==> config.mk <==
export PLATFORM = sky130hd
export DESIGN_NAME = lcache_resp
export DESIGN_NICKNAME = d
export VERILOG_FILES = /design/src/hdl/lcache_pkg.sv /design/src/hdl/lcache_resp.sv
export VERILOG_INCLUDE_DIRS = /design/src /design/src/hdl
export SDC_FILE = /design/constraint.sdc
export NUM_CORES = 1
export LEC_CHECK = 0
export ABC_AREA = 0
export BUFFER_PORTS_ARGS = -buffer_cell sky130_fd_sc_hd__buf_2
export CAP_MARGIN = 40
export CORE_UTILIZATION = 33
export DETAILED_ROUTE_END_ITERATION = 8
export PLACE_DENSITY = 0.68
export SLEW_MARGIN = 25
export SYNTH_ARGS = -nofsm -noshare
export SYNTH_HDL_FRONTEND = slang
export SYNTH_SLANG_ARGS = --single-unit
==> constraint.sdc <==
create_clock -name wclk -period 1.3 [get_ports wclk]
set_input_delay 0 -clock wclk [delete_from_list [all_inputs] [get_ports wclk]]
set_output_delay 0 -clock wclk [all_outputs]
set_load 0.005 [all_outputs]
==> src/hdl/lcache_consts.svh <==
`ifndef LCACHE_CONSTS_SVH
`define LCACHE_CONSTS_SVH

// ========================================
// Cache geometry
// ========================================

// Ways per set, the loader names one of these on every fill
`define LC_WAYS 4

// Sets in each way, selected by the index bits of the byte address
`define LC_SETS 32

// Bytes in one cache line, the low address bits pick a byte inside it
`define LC_LINE_BYTES 16

// ========================================
// Timing
// ========================================

// Clock edges from the strobe sample in decode to ack or err on the port
// Decode, way store and result each add one register
`define LC_PIPE_DEPTH 3

`endif

==> src/hdl/lcache_pkg.sv <==
`default_nettype none

package lcache_pkg;

	`include "lcache_consts.svh"

	// Address split widths derived from the geometry
	localparam int LC_OFS_BITS = $clog2(`LC_LINE_BYTES); // Byte offset inside a line
	localparam int LC_IDX_BITS = $clog2(`LC_SETS);        // Set index
	localparam int LC_TAG_BITS = 32 - LC_IDX_BITS - LC_OFS_BITS; // What is left is tag

	typedef logic [31:0]                     lc_addr_t;  // Byte address
	typedef logic [LC_TAG_BITS-1:0]          lc_tag_t;   // Address bits 31 to 9
	typedef logic [LC_IDX_BITS-1:0]          lc_index_t; // Address bits 8 to 4
	typedef logic [`LC_LINE_BYTES*8-1:0]     lc_line_t;  // One whole line
	typedef logic [`LC_LINE_BYTES-1:0]       lc_sel_t;   // One bit per line byte
	typedef logic [$clog2(`LC_WAYS)-1:0]     lc_way_t;   // Way number

	// Operation carried down the pipeline
	typedef enum logic [1:0] {
		LC_OP_READ,
		LC_OP_WRITE,
		LC_OP_INVAL,
		LC_OP_LOAD
	} lc_op_e;

	// Port the item came from, the result stage answers on this port
	typedef enum logic [1:0] {
		LC_PORT_RD,
		LC_PORT_WR,
		LC_PORT_LD
	} lc_port_e;

	// Item from decode into way store
	typedef struct packed {
		logic      valid; // Stage holds a live item
		lc_op_e    op;
		lc_port_e  port;
		lc_tag_t   tag;
		lc_index_t index;
		lc_sel_t   sel;   // Write byte enables, all ones on a load
		lc_line_t  line;  // Write or load data
		lc_way_t   way;   // Target way of a load
	} lc_lookup_t;

	// Item from way store into the result stage
	typedef struct packed {
		logic     valid;
		lc_op_e   op;
		lc_port_e port;
		logic     hit;   // Tag matched in one valid way
		lc_way_t  way;   // Way that matched
		lc_line_t line;  // Line as it was before this item changed it
	} lc_result_t;

endpackage

`default_nettype wire

==> src/hdl/lcache_resp.sv <==
`timescale 1ns/1ps
`default_nettype none

module lcache_resp (
	input  logic                   wclk,
	input  logic                   rst,
	input  lcache_pkg::lc_result_t result,
	output logic                   rd_ack,
	output logic                   rd_err,
	output logic                   wr_ack,
	output logic                   ld_ack,
	output lcache_pkg::lc_line_t   rd_dat,
	output lcache_pkg::lc_way_t    rd_way,
	output logic                   done,
	output lcache_pkg::lc_port_e   done_port
);
	import lcache_pkg::*;

	logic is_rd; // Live result for the read port
	logic is_wr;
	logic is_ld;

	assign is_rd = result.valid && result.port == LC_PORT_RD;
	assign is_wr = result.valid && result.port == LC_PORT_WR;
	assign is_ld = result.valid && result.port == LC_PORT_LD;

	// ========================================
	// Port handshake
	// ========================================
	always_ff @(posedge wclk) begin
		if (rst) begin
			rd_ack <= 1'b0;
			rd_err <= 1'b0;
			wr_ack <= 1'b0;
			ld_ack <= 1'b0;
			done   <= 1'b0;
		end else begin
			rd_ack <= is_rd && result.hit;  // Read hit
			rd_err <= is_rd && !result.hit; // Read miss, the controller must fill the line
			wr_ack <= is_wr;                // Write misses are acked too, memory takes the write
			ld_ack <= is_ld;
			done   <= result.valid;         // Lets decode clear the in-flight bit
		end
	end

	// Read payload, only meaningful while rd_ack or rd_err is high
	always_ff @(posedge wclk) begin
		rd_dat    <= (is_rd && result.hit) ? result.line : '0; // A miss returns zeros
		rd_way    <= result.way;
		done_port <= result.port;
	end

	// One answer per read, never both
	assert property (@(posedge wclk) disable iff (rst) !(rd_ack && rd_err));

endmodule

`default_nettype wire

==> impl_metrics.ini <==
[status]
outcome = finished, final reports clean

[clock_network]
clock-sinks = 137
cts_tree = yes
htree_levels = 4
clk_pin_slew_worst_paths_ps = 60
cts_buffer_depth = 2
cts_root_buf = clkbuf_16
cts_made_buffers = 17
ctsResizeCount = 0
cts_setup_buffers = 0

[placed_design]
gp_congestion = 0.693
post-dp-hpwl_um = 6590
postPlaceCellArea_sq_mm = 0.00517
io_buffers = 272

[floorplanning]
start_util_pct = 34.1
fp-row-count = 38
die_w_um = 108
fp.dieH_um = 108
io_pins = 275
die-area_sq_mm = 0.0117
core_area_sq_mm = 0.0109

[synth]
ys_types = 12
netlist_area_sq_mm = 0.00373
ys_warn_count = 0
ys_seq_area_share_pct = 73.5
ys_seq_elements = 137
syn_inst = 286
syn_nets = 424
avgSynthCellArea_sq_um = 13.1

[worst_setup_path]
path_class = in2reg
crit_required_ps = 1660
cpPeakStageDelay_ps = 580
cp.arrival_ps = 1610
critPathLaunchType = input port
crit_fanout = 4
worstPathCellList = dlygate4sd3_1, buf_2, nand2b_1, nor4_1, dlygate4sd3_1
critPathMostFrequentCell = dlygate4sd3_1
end_kind = flop
cpMaxStageDelayCell = dlygate4sd3_1

[power]
netSwitchingFraction_pct = 18.8
power_switching_mw = 1.96
power.density_mw_per_mm2 = 1440
clockPowerShare_pct = 52.0
leakage_nw = 3.69
internal_power_mw = 8.45
sequentialPowerShare_pct = 41.3
power_mw = 10.4
power_frac_comb_pct = 6.7
ir_drop_mv = 0.949

[routing]
drt_iter0_markers = 111
vias_per_cell = 4.05
firstDrtPassIters = 4
wire_per_inst_um = 13.6
vias = 3455
finalWirelength_um = 11600
drc = 0
antenna_left = 0

[sta]
slew_headroom_pct = 85.6
rsz0062_at_grt = false
period_share_pct = 96.4
finalSetupTns_ps = 0
tightest_slew_ps = 214
hold_viol_final = 0
max_freq_ghz = 0.798
maxSlewViolCount = 0
post-route-min-period_ps = 1250
setup-violations-final = 0

[final_layout]
antennaDiodeCount = 0
layout_commonest_cell = buf_2
fill_cells = 791
area_growth_pct = 93.1
final_cell_mix = 272 x buf_2, 137 x dfxtp_1, 136 x dlygate4sd3_1
fin_area_sq_mm = 0.00721
fin_nets = 839
layout-drive-gt1-share_pct = 42.9

[global_routing]
grt-ovfl-total = 0
grt_max_degree = 70
grt_pass1_wl_um = 16900
grt_usage_pct = 19.7
antenna_found_initial = 0
grt_pass1_vias = 3583

[hold_path]
min_path_type = in2reg
worstHoldPathCells = 2

[job]
max_cap_viol_count = 0
power by group through the flow:
stage | clock [mW] | sequential, mW | combinational (mW)
2_1_floorplan | 0 | 4.40 | 0.0818
3_3_place_gp | 0 | 4.38 | 0.354
3_5_place_dp | 0 | 4.39 | 0.360
4_1_cts | 5.52 | 4.30 | 0.679
5_1_grt | 5.70 | 4.30 | 0.755
6_report | 5.42 | 4.30 | 0.697
critical path, delay by kind of cell:
| family | cells | cell delay, ps |
|---|---|---|
| AND/OR/NAND/NOR | 2 | 360 |
| buffers and inverters | 3 | 1260 |
final cells by class:
cell class / instances / area, sq um / share of cell area [%]
Clock buffer: 19 / 453 / 6.28
Clock inverter: 12 / 221 / 3.07
Inverter: 1 / 3.75 / 0.0521
Multi-Input combinational cell: 134 / 851 / 11.8
Sequential cell: 137 / 2740 / 38.0
Tap cell: 140 / 175 / 2.43
Timing Repair Buffer: 410 / 2760 / 38.3
layer usage:
layer / GRT usage (%) / vias to the layer above / part of all wire [%] / wire, um
li1: - / 1693 / - / -
met1: 18.4 / 1556 / 37 / 4240
met2: 35.9 / 176 / 52 / 6060
met3: 8.08 / 30 / 8.5 / 991
met4: 11.8 / 0 / 2.8 / 329
met5: 0 / - / 0 / 0
worst paths after layout:
path                   startpoint        end  slack, ps
worst max-delay path          rst     rd_err         50
worst min-delay path  result[128]  rd_way[0]        220
synthesized netlist by cell type, drive strengths merged:
cell / count / area [sq um]
and2: 128 / 801
and4bb: 1 / 12.5
buf: 13 / 136
clkbuf: 1 / 3.75
dfxtp: 137 / 2740
inv: 1 / 3.75
nand2b: 1 / 6.26
nor2b: 1 / 6.26
nor3b: 2 / 15.0
nor4: 1 / 6.26
cells by family (layout without fill, tap and decap cells):
family / Yosys count / count (layout) / synth area share, %
DFF: 137 / 137 / 73.5
and+or+nand+nor: 134 / 134 / 22.7
buffers and inverters: 15 / 442 / 3.85
state kept, by name, indices dropped and copies added (netlist names):
register / count
done: 1
rd_err: 1
ld_ack: 1
done_port: 2
rd_way: 2
wr_ack: 1
rd_dat: 128
rd_ack: 1
stage by stage:
step	std cells	util, %	hold slack, ps	worst slack, ps
after global placement	686	47.3	105	326
after floorplan	286	-	27.7	532
after CTS	853	65.9	203	108
after detailed placement	686	47.3	105	297
final	853	65.9	216	46.5
after global routing	853	65.9	213	2.52
timing repair:
| action | 4_1_cts | 5_1_grt |
|---|---|---|
| hold buffers | 136 | 0 |
| hold endpoints to repair | 137 | 0 |
| setup endpoints to repair | 0 | 0 |
(Power assumes the default switching activity.)
