===== src/hdl/lcache_consts.svh =====
`ifndef LCACHE_CONSTS_SVH
`define LCACHE_CONSTS_SVH

// ========================================
// Cache geometry
// ========================================

// Ways per set, the loader names one of these on every fill
`define LC_WAYS 4

// Sets in each way, selected by the index bits of the byte address
`define LC_SETS 32

// Bytes in one cache line, the low address bits pick a byte inside it
`define LC_LINE_BYTES 16

// ========================================
// Timing
// ========================================

// Clock edges from the strobe sample in decode to ack or err on the port
// Decode, way store and result each add one register
`define LC_PIPE_DEPTH 3

`endif


===== src/hdl/lcache_pkg.sv =====
`default_nettype none

package lcache_pkg;

	`include "lcache_consts.svh"

	// Address split widths derived from the geometry
	localparam int LC_OFS_BITS = $clog2(`LC_LINE_BYTES); // Byte offset inside a line
	localparam int LC_IDX_BITS = $clog2(`LC_SETS);        // Set index
	localparam int LC_TAG_BITS = 32 - LC_IDX_BITS - LC_OFS_BITS; // What is left is tag

	typedef logic [31:0]                     lc_addr_t;  // Byte address
	typedef logic [LC_TAG_BITS-1:0]          lc_tag_t;   // Address bits 31 to 9
	typedef logic [LC_IDX_BITS-1:0]          lc_index_t; // Address bits 8 to 4
	typedef logic [`LC_LINE_BYTES*8-1:0]     lc_line_t;  // One whole line
	typedef logic [`LC_LINE_BYTES-1:0]       lc_sel_t;   // One bit per line byte
	typedef logic [$clog2(`LC_WAYS)-1:0]     lc_way_t;   // Way number

	// Operation carried down the pipeline
	typedef enum logic [1:0] {
		LC_OP_READ,
		LC_OP_WRITE,
		LC_OP_INVAL,
		LC_OP_LOAD
	} lc_op_e;

	// Port the item came from, the result stage answers on this port
	typedef enum logic [1:0] {
		LC_PORT_RD,
		LC_PORT_WR,
		LC_PORT_LD
	} lc_port_e;

	// Item from decode into way store
	typedef struct packed {
		logic      valid; // Stage holds a live item
		lc_op_e    op;
		lc_port_e  port;
		lc_tag_t   tag;
		lc_index_t index;
		lc_sel_t   sel;   // Write byte enables, all ones on a load
		lc_line_t  line;  // Write or load data
		lc_way_t   way;   // Target way of a load
	} lc_lookup_t;

	// Item from way store into the result stage
	typedef struct packed {
		logic     valid;
		lc_op_e   op;
		lc_port_e port;
		logic     hit;   // Tag matched in one valid way
		lc_way_t  way;   // Way that matched
		lc_line_t line;  // Line as it was before this item changed it
	} lc_result_t;

endpackage

`default_nettype wire


===== src/hdl/lcache_req_decode.sv =====
`timescale 1ns/1ps
`default_nettype none

`include "lcache_consts.svh"

module lcache_req_decode (
	input  logic                 wclk,
	input  logic                 rst,
	input  logic                 rd_cyc,
	input  logic                 rd_stb,
	input  logic                 wr_cyc,
	input  logic                 wr_stb,
	input  logic                 wr_inv,
	input  logic                 ld_cyc,
	input  logic                 ld_stb,
	input  lcache_pkg::lc_addr_t rd_adr,
	input  lcache_pkg::lc_addr_t wr_adr,
	input  lcache_pkg::lc_addr_t ld_adr,
	input  lcache_pkg::lc_sel_t  wr_sel,
	input  lcache_pkg::lc_line_t wr_dat,
	input  lcache_pkg::lc_line_t ld_dat,
	input  lcache_pkg::lc_way_t  ld_way,
	input  lcache_pkg::lc_port_e done_port,
	input  logic                 done,
	output lcache_pkg::lc_lookup_t lookup
);
	import lcache_pkg::*;

	logic [2:0] inflight_q; // One bit per port, indexed by lc_port_e
	logic [2:0] issue_vec;  // Port granted this cycle
	logic [2:0] done_vec;   // Port answered by the result stage
	logic       req_rd, req_wr, req_ld;
	lc_addr_t   sel_adr;    // Address of the winning port
	lc_lookup_t nxt;

	// A held strobe only counts while the port has nothing in flight
	assign req_ld = ld_cyc & ld_stb & ~inflight_q[LC_PORT_LD];
	assign req_wr = wr_cyc & wr_stb & ~inflight_q[LC_PORT_WR];
	assign req_rd = rd_cyc & rd_stb & ~inflight_q[LC_PORT_RD];

	// Fixed priority, load over write over read
	assign issue_vec[LC_PORT_LD] = req_ld;
	assign issue_vec[LC_PORT_WR] = req_wr & ~req_ld;
	assign issue_vec[LC_PORT_RD] = req_rd & ~req_wr & ~req_ld;

	assign done_vec = done ? (3'b001 << done_port) : 3'b000;

	always_comb begin
		nxt = '0;
		sel_adr = rd_adr;
		if (req_ld) begin
			nxt.valid = 1'b1;
			nxt.op    = LC_OP_LOAD;
			nxt.port  = LC_PORT_LD;
			nxt.sel   = '1; // A fill replaces the whole line
			nxt.line  = ld_dat;
			nxt.way   = ld_way;
			sel_adr   = ld_adr;
		end else if (req_wr) begin
			nxt.valid = 1'b1;
			// No byte selects with inv set means invalidate
			nxt.op    = (wr_inv && wr_sel == '0) ? LC_OP_INVAL : LC_OP_WRITE;
			nxt.port  = LC_PORT_WR;
			nxt.sel   = wr_sel;
			nxt.line  = wr_dat;
			sel_adr   = wr_adr;
		end else if (req_rd) begin
			nxt.valid = 1'b1;
			nxt.op    = LC_OP_READ;
			nxt.port  = LC_PORT_RD;
		end
		// Byte offset bits are dropped, the cache works on whole lines
		nxt.tag   = sel_adr[31 -: LC_TAG_BITS];
		nxt.index = sel_adr[LC_OFS_BITS +: LC_IDX_BITS];
	end

	// ========================================
	// Stage register and in-flight tracking
	// ========================================
	always_ff @(posedge wclk) begin
		if (rst) begin
			inflight_q   <= 3'b000;
			lookup.valid <= 1'b0;
		end else begin
			inflight_q <= (inflight_q & ~done_vec) | issue_vec; // Set on grant, clear on answer
			lookup     <= nxt;
		end
	end

	// An answer from the result stage always belongs to a port that has an item in flight
	assert property (@(posedge wclk) disable iff (rst) done |-> inflight_q[done_port]);

endmodule

`default_nettype wire


===== config.mk =====
export PLATFORM = sky130hd
export DESIGN_NAME = lcache_req_decode
export DESIGN_NICKNAME = d
export VERILOG_FILES = /design/src/hdl/lcache_pkg.sv /design/src/hdl/lcache_req_decode.sv
export VERILOG_INCLUDE_DIRS = /design/src /design/src/hdl
export SDC_FILE = /design/constraint.sdc
export NUM_CORES = 1
export LEC_CHECK = 0
export BUFFER_PORTS_ARGS = -buffer_cell sky130_fd_sc_hd__buf_2
export CAP_MARGIN = 20
export CORE_AREA = 2 2 221 223
export DETAILED_ROUTE_END_ITERATION = 8
export DIE_AREA = 0 0 223 225
export GPL_ROUTABILITY_DRIVEN = 0
export GPL_TIMING_DRIVEN = 0
export PLACE_DENSITY = 0.45
export SYNTH_ARGS = -nofsm -noshare
export SYNTH_HDL_FRONTEND = slang
export SYNTH_SLANG_ARGS = --single-unit

===== constraint.sdc =====
create_clock -name wclk -period 4.7 [get_ports wclk]
set_clock_uncertainty 0.15 [all_clocks]
set_input_delay 0.47 -clock wclk [delete_from_list [all_inputs] [get_ports wclk]]
set_output_delay 0.47 -clock wclk [all_outputs]
set_load 0.1 [all_outputs]

==> results.md, run 1 <==
- Run status: completed
- Finished Core Util: approximately a quarter
- Filler cell count in the final layout: 5,097
- Mapped Cells: 528
- Fin cells: 1,724
- Fraction of registers with async set/reset: 0%
- RR Startpoint: inflight_q[2]$_SDFF_PP0_
- First-pass GRT wire length: 44,200 um
- Syn_nets: 910
- Register area share after synthesis: 70.9%
- Setup Buffers After CTS: 0
- CTS Buffer Depth: 2
- Setup crit start kind: flop
- Via count: 6,856
- Largest net degree at the start of global routing: between 100 and 150
- Period Utilization, post-route: 46.5%
- Relative slew slack: 48.8%
- CP required: about 4.8 ns
- RSZ-0062 raised after global routing: no
- Share of layout cells above drive strength 1: 55.4%
- Fmax: 457 MHz
- Final min period: 2.19 ns
- Die area: 50,200 um^2
- Placed cell area: 11,200 um^2
- Synth-to-layout area growth: 53.7%
- Final hold vios: 0
- Core box area: roughly 48,000 um^2
- Synth Flop Type: edfxtp_1
- Final Setup Violations: 0
- Dpl hpwl: 25,400 um
- Flop2flop setup slack: 2.51 ns
- Num rows: 80
- CP Max Fanout: 10
- CTS resizes: 0
- CTS buffer count: 17
- Chip width: 223 um
- Worst EP arrival: about 2.3 ns
- Synth cell types: 27
- Yosys reg bits: roughly 180
- Worst r2r dst: lookup[21]$_DFFE_PN_
- Setup CP Type: reg2reg
- Drt total wl: 32,000 um
- R2R cell count: 4
- Global Route Usage Sum: 12.4%
- Post-DR wirelength/cell: 18.5 um
- DIE HEIGHT: 225 um
- Clock Latency Late Sink: 0.47 ns
- Gr ovfl total: 0
- # clock sinks: ~180
- Maximum vdd drop: 0.221 mV
- Via/cell ratio: 3.98
- Final nets: 1,478
- Clock transition at path regs: approximately 0.070 ns
- Worst Tran Pin Value: 0.768 ns
- Drt drc: 0
- Synth warn: 0
- CP Capture Type: flop
- CTS Root Cell: clkbuf_16
- # Max-Cap Violations: 0
- Slew Limit Fails: 0
- Initial antenna violation count: 4
- ANT nets after route: 0
- First-pass DRT Iterations: 5
- I/O Buffers: around 550
- Cells after DPL: roughly 1,700
- Finished Cell Area: 11,800 um^2
- Vias in the first global route: between 7,000 and 8,000
- H-tree levels: 4
- Cell Area, Synth: 7650 um^2
- # hold bufs at CTS: 0
- Detailed Route Iter0 Violations: 346
- Leakage: 5.39 nW
- Starting Density: 16.1%
- TritonCTS clock tree: done
- HP Class: in2reg
- # IOs: between 500 and 600
- Post-synth EDFFs: about 180
- Mean post-synth cell area: 14.5 um^2
- CP Launch Point: inflight_q[2]$_SDFF_PP0_
- Power Density: 407 nW/um^2
- CP endpoint: lookup[21]$_DFFE_PN_
area by class of cell:
| class | count | area [um^2] | share of cell area [%] |
|---|---|---|---|
| Sequential cell | 182 | 5430 | 46.1 |
| Timing Repair Buffer | 549 | 2770 | 23.6 |
| Multi-Input combinational cell | 300 | 1920 | 16.3 |
| Tap cell | 615 | 769 | 6.54 |
| Clock buffer | 18 | 429 | 3.65 |
| Buffer | 44 | 297 | 2.52 |
| Clock inverter | 13 | 131 | 1.12 |
| Inverter | 2 | 15.0 | 0.128 |
| Antenna cell | 1 | 2.50 | 0.0213 |
metrics by stage:
step / worst slack (ns) / hold WS (ns) / power (mW) / TNS (ns)
after floorplan: 0.119 / 0.307 / 3.02 / 0
after global placement: -1.96 / 0.330 / 3.41 / -342.47
after detailed placement: 2.10 / 0.347 / 3.40 / 0
after CTS: 2.28 / 0.0777 / 4.86 / 0
after global routing: 2.25 / 0.0912 / 4.97 / 0
final: 2.51 / 0.125 / 4.78 / 0
routing by layer:
layer | vias to the layer above | GRT usage, % | share of wire [%]
li1 | 3217 | - | -
met1 | 3189 | 13.3 | 39
met2 | 391 | 21.4 | 50
met3 | 59 | 4.45 | 8.3
met4 | 0 | 6.52 | 3.6
met5 | - | 0 | 0
cells in the mapped netlist, types with 2 or more instances:
cell type  number  area (um^2)
clkbuf_1        9         33.8
buf_2          18         90.1
nor2_1         32          120
and2_1          2         12.5
buf_4           5         37.5
a22o_1        128         1120
nor3_1          2         10.0
buf_6          12          135
a21oi_1         2         10.0
nand2_1        88          330
a31oi_1        28          175
nand3_1         3         15.0
dfxtp_1         4         80.1
edfxtp_1      178         5350
nor4_1          2         12.5
nand3b_1        4         30.0
power by group:
part,total (mW),switching [mW],internal (mW)
Sequential,1.95,0.0277,1.92
Clock,1.43,0.659,0.775
Combinational,1.40,1.11,0.290
Total,4.78,1.79,2.99
state kept, by name, indices dropped and copies added (netlist names):
signal,cells
lookup,179
inflight_q,3
critical path, stage by stage (launching register included):
cell and delay [ns]:
dfxtp_1 0.32, nand3b_4 0.19, inv_2 0.30, clkbuf_1 0.63
a22o_1 0.39
logic make-up after synthesis:
kind of cell	synth area share [%]
compound gates	17.5
buf+inv	3.97
flops	70.9
simple gates	7.64
worst min-delay path by stage:
stage | startpoint | to | slack (ns) | cells past startpoint
3_5_place_dp | inflight_q[2]$_SDFF_PP0_ | inflight_q[2]$_SDFF_PP0_ | 0.35 | 2
4_1_cts | wr_sel[10] | lookup[140]$_SDFFCE_PP1N_ | 0.08 | 3
6_report | wr_dat[118] | lookup[120]$_DFFE_PN_ | 0.12 | 2
5_1_grt | wr_dat[99] | lookup[101]$_DFFE_PN_ | 0.09 | 2
3_3_place_gp | inflight_q[2]$_SDFF_PP0_ | inflight_q[2]$_SDFF_PP0_ | 0.33 | 2
2_1_floorplan | inflight_q[2]$_SDFF_PP0_ | inflight_q[2]$_SDFF_PP0_ | 0.31 | 2
cell usage in the layout (no fill, tap or decap), types with 2 or more instances in the layout:
master,synthesis,layout
buf_2,18,566
edfxtp_1,178,178
a22o_1,128,128
nand2_1,88,88
nor2_1,32,32
a31oi_1,28,28
clkbuf_16,0,17
buf_6,12,12
clkbuf_1,9,10
buf_4,5,5
nand3b_1,4,4
clkinv_1,0,4
dfxtp_1,4,4
nand3_1,3,3
clkinv_4,0,3
and2_1,2,2
nor4_1,2,2
nor3_1,2,2
a21oi_1,2,2
bufinv_16,0,2
inv_6,0,2
(Power assumes the default switching activity.)
==> run 2, diff against run 1 <==
--- a/config.mk
+++ b/config.mk
@@ -6,14 +6,15 @@
 export SDC_FILE = /design/constraint.sdc
 export NUM_CORES = 1
 export LEC_CHECK = 0
+export ABC_AREA = 1
 export BUFFER_PORTS_ARGS = -buffer_cell sky130_fd_sc_hd__buf_2
 export CAP_MARGIN = 20
-export CORE_AREA = 2 2 221 223
+export CORE_AREA = 2 2 218 220
 export DETAILED_ROUTE_END_ITERATION = 8
-export DIE_AREA = 0 0 223 225
+export DIE_AREA = 0 0 220 222
 export GPL_ROUTABILITY_DRIVEN = 0
 export GPL_TIMING_DRIVEN = 0
-export PLACE_DENSITY = 0.45
+export PLACE_DENSITY = 0.46
 export SYNTH_ARGS = -nofsm -noshare
 export SYNTH_HDL_FRONTEND = slang
 export SYNTH_SLANG_ARGS = --single-unit
==> constraint.sdc (replaced) <==
create_clock -name wclk -period 1.9 [get_ports wclk]
set_clock_uncertainty 0.15 [all_clocks]
set_input_delay 0.19 -clock wclk [delete_from_list [all_inputs] [get_ports wclk]]
set_output_delay 0.19 -clock wclk [all_outputs]
set_load 0.1 [all_outputs]
==> run 2 against run 1 <==
Die area shrank 2.7%. Routed wire length grew 16%. Global-route usage grew 2.2 points. First-iteration DRC count grew 35%. Highest routed layer unchanged. Synthesized area grew 3.6%. Synthesized cell count grew 51%. Flip-flop and latch count is the same. Hold slack lost 0.0023 ns. Largest cell class is now non-clock buffers. Worst setup slack lost 2.4 ns. Sequential share of layout area shrank 12 points. Total power grew to 2.6 times the previous value.
==> results.md, run 2 <==
- Worst EP arrival: 1.98 ns
- H-tree levels: 4
- Starting Density: 17.1%
- Dpl hpwl: 25,900 um
- Post-Synth Simple-Gate Area: 27.1%
- Drt total wl: 37,100 um
- Clock Latency Late Sink: 0.48 ns
- Final nets: ~2,100
- Chip width: 220 um
- Placed cell area: around 12,000 um^2
- CTS Buffer Depth: 2
- Via/cell ratio: 3.97
- TritonCTS clock tree: done
- CP required: 2.06 ns
- Final TNS setup: 0 ns
- Via count: approximately 9,400
- # clock sinks: 182
- Slew Limit Fails: 0
- Synth Flop Type: edfxtp_1
- Fin cells: approximately 2,400
- Largest regs: lookup x179, inflight_q x3
- Largest net degree at the start of global routing: between 40 and 50
- Finished Cell Area: 15,800 um^2
- CTS Root Cell: clkbuf_16
- # Max-Cap Violations: 0
- Top cells by area, synth: edfxtp_1 (67%), nand2_1 (22%), nand3_1 (4.0%)
- Core box area: ~46,000 um^2
- Post-synth EDFFs: 178
- Initial antenna violation count: 1
- Yosys top cell area share: 67.4%
- First-pass DRT Iterations: 6
- Relative slew slack: a little under half
- Final hold vios: 0
- Mapped Cells: 798
- Synth cell types: 14
- RSZ-0062 raised after global routing: yes
- Mean post-synth cell area: 9.94 um^2
- Post-Synth Adder-Cell Area: 0%
- Run status: completed
- Main combinational cell family by area after synthesis: simple AND/OR/NAND/NOR gates
- Period Utilization, post-route: 95.6%
- Register area: 5430 um^2
- Cells after DPL: 1,957
- Max reg flops: 179
- Cell Area, Synth: ~8000 um^2
- Finished Core Util: 34.2%
- Drt drc: 0
- Count leader, synth: nand2_1
- Detailed Route Iter0 Violations: about 470
- Vias in the first global route: 9,743
- Synth warn: 0
- Register area share after synthesis: 68.4%
- Post-synth top cells: nand2_1 (470), edfxtp_1 (178), nand3_1 (63)
- Pwr Total: 12.6 mW
- Die area: 48,800 um^2
- Synth area leader: edfxtp_1
- Multi-input gate area: roughly 2200 um^2
- HP Class: in2reg
- Num rows: 79
- Syn_nets: 1,180
- Post-synthesis compound-gate area fraction: 0.757%
- Fmax: between 500 and 600 MHz
- Biggest register: lookup
- Final Setup Violations: 0
- Commonest cells after routing, fill and taps aside: buf_2 (566), nand2_1 (470), dlygate4sd3_1 (367)
- CP Max Fanout: 10
- Gr ovfl total: 0
- Multiplexer area fraction after synthesis: 0%
- CP Capture Type: flop
- CTS buffer count: 17
- Final min period: 1.82 ns
- Hold Slack: roughly 0.12 ns
- I/O Buffers: 548
- Global Route Usage Sum: 14.5%
- Xor/xnor share of the synthesized area: 0%
- Synth-to-layout area growth: 99.5%
- Maximum vdd drop: slightly below 0.5 mV
- ANT nets after route: 0
- Clock transition at path regs: 0.07 ns
- Commonest non-fill, non-tap cell in the layout: buf_2
- Yosys reg bits: 182
- Fraction of registers with async set/reset: 0%
- First-pass GRT wire length: 53,000 um
- Share of layout cells above drive strength 1: a little over a third
- Post-DR wirelength/cell: 15.7 um
- # IOs: 561
- Power Density: 799 nW/um^2
- Worst Tran Pin Value: 0.790 ns
- Setup ws final: 0.0836 ns
- DIE HEIGHT: between 200 and 250 um
- Post-place setup slack: -0.289 ns
- Setup crit start kind: flop
- Filler cell count in the final layout: 4,585
- Leakage: 7.62 nW
- Setup CP Type: reg2reg
[run 2: per-layer routing]
metal	global-route usage, %	share of wire [%]	up-vias
met5	0	0	-
met4	7.34	3.9	0
met3	5.43	9.5	83
met2	25.8	49	505
met1	14.8	38	4280
li1	-	-	4492
[run 2: cell type report]
type	instances	share of cell area [%]
Sequential cell	182	34.3
Clock buffer	23	3.15
Inverter	15	0.380
Clock inverter	9	0.728
Antenna cell	1	0.0158
Timing Repair Buffer	919	41.1
Multi-Input combinational cell	558	14.0
Buffer	43	1.61
Tap cell	607	4.80
[run 2: logic make-up (layout without fill, tap and decap cells)]
kind of cell / Yosys count / in the layout
AND/OR/NAND/NOR: 546 / 546
buffers and inverters: 58 / 1009
other: 0 / 1
AO/OA/AOI/OAI: 12 / 12
flip-flops: 182 / 182
[run 2: what timing repair did]
item | 4_1_cts | 5_1_grt
hold endpoints to repair | 178 | 0
endpoints found under the setup margin | 17 | 19
gates resized for setup | 2 | 4
buffers inserted | 0 | 0
hold buffers | 367 | 0
[run 2: path summary, 6_finish.rpt]
kind / endpoint / slack, ns / depth (start not counted) / startpoint
worst max-delay path: lookup[166]$_DFFE_PN_ / 0.08 / 5 / inflight_q[1]$_SDFF_PP0_
worst min-delay path: lookup[176]$_SDFFCE_PP1N_ / 0.12 / 5 / wr_stb
worst max register to register: lookup[166]$_DFFE_PN_ / 0.08 / 5 / inflight_q[1]$_SDFF_PP0_
worst min register to register: inflight_q[0]$_SDFF_PP0_ / 0.36 / 2 / inflight_q[0]$_SDFF_PP0_
[run 2: where the power goes]
part / internal [mW] / total [mW] / switching (mW)
combinational: 1.14 / 4.06 / 2.92
sequential: 4.76 / 4.84 / 0.0763
clock: 2.12 / 3.75 / 1.63
[run 2: worst max-delay path: stages, from the launching register on]
cell,delay (ns)
dfxtp_1,0.40
nor2_4,0.08
inv_2,0.23
clkbuf_1,0.45
nand3_1,0.14
nand3_1,0.18
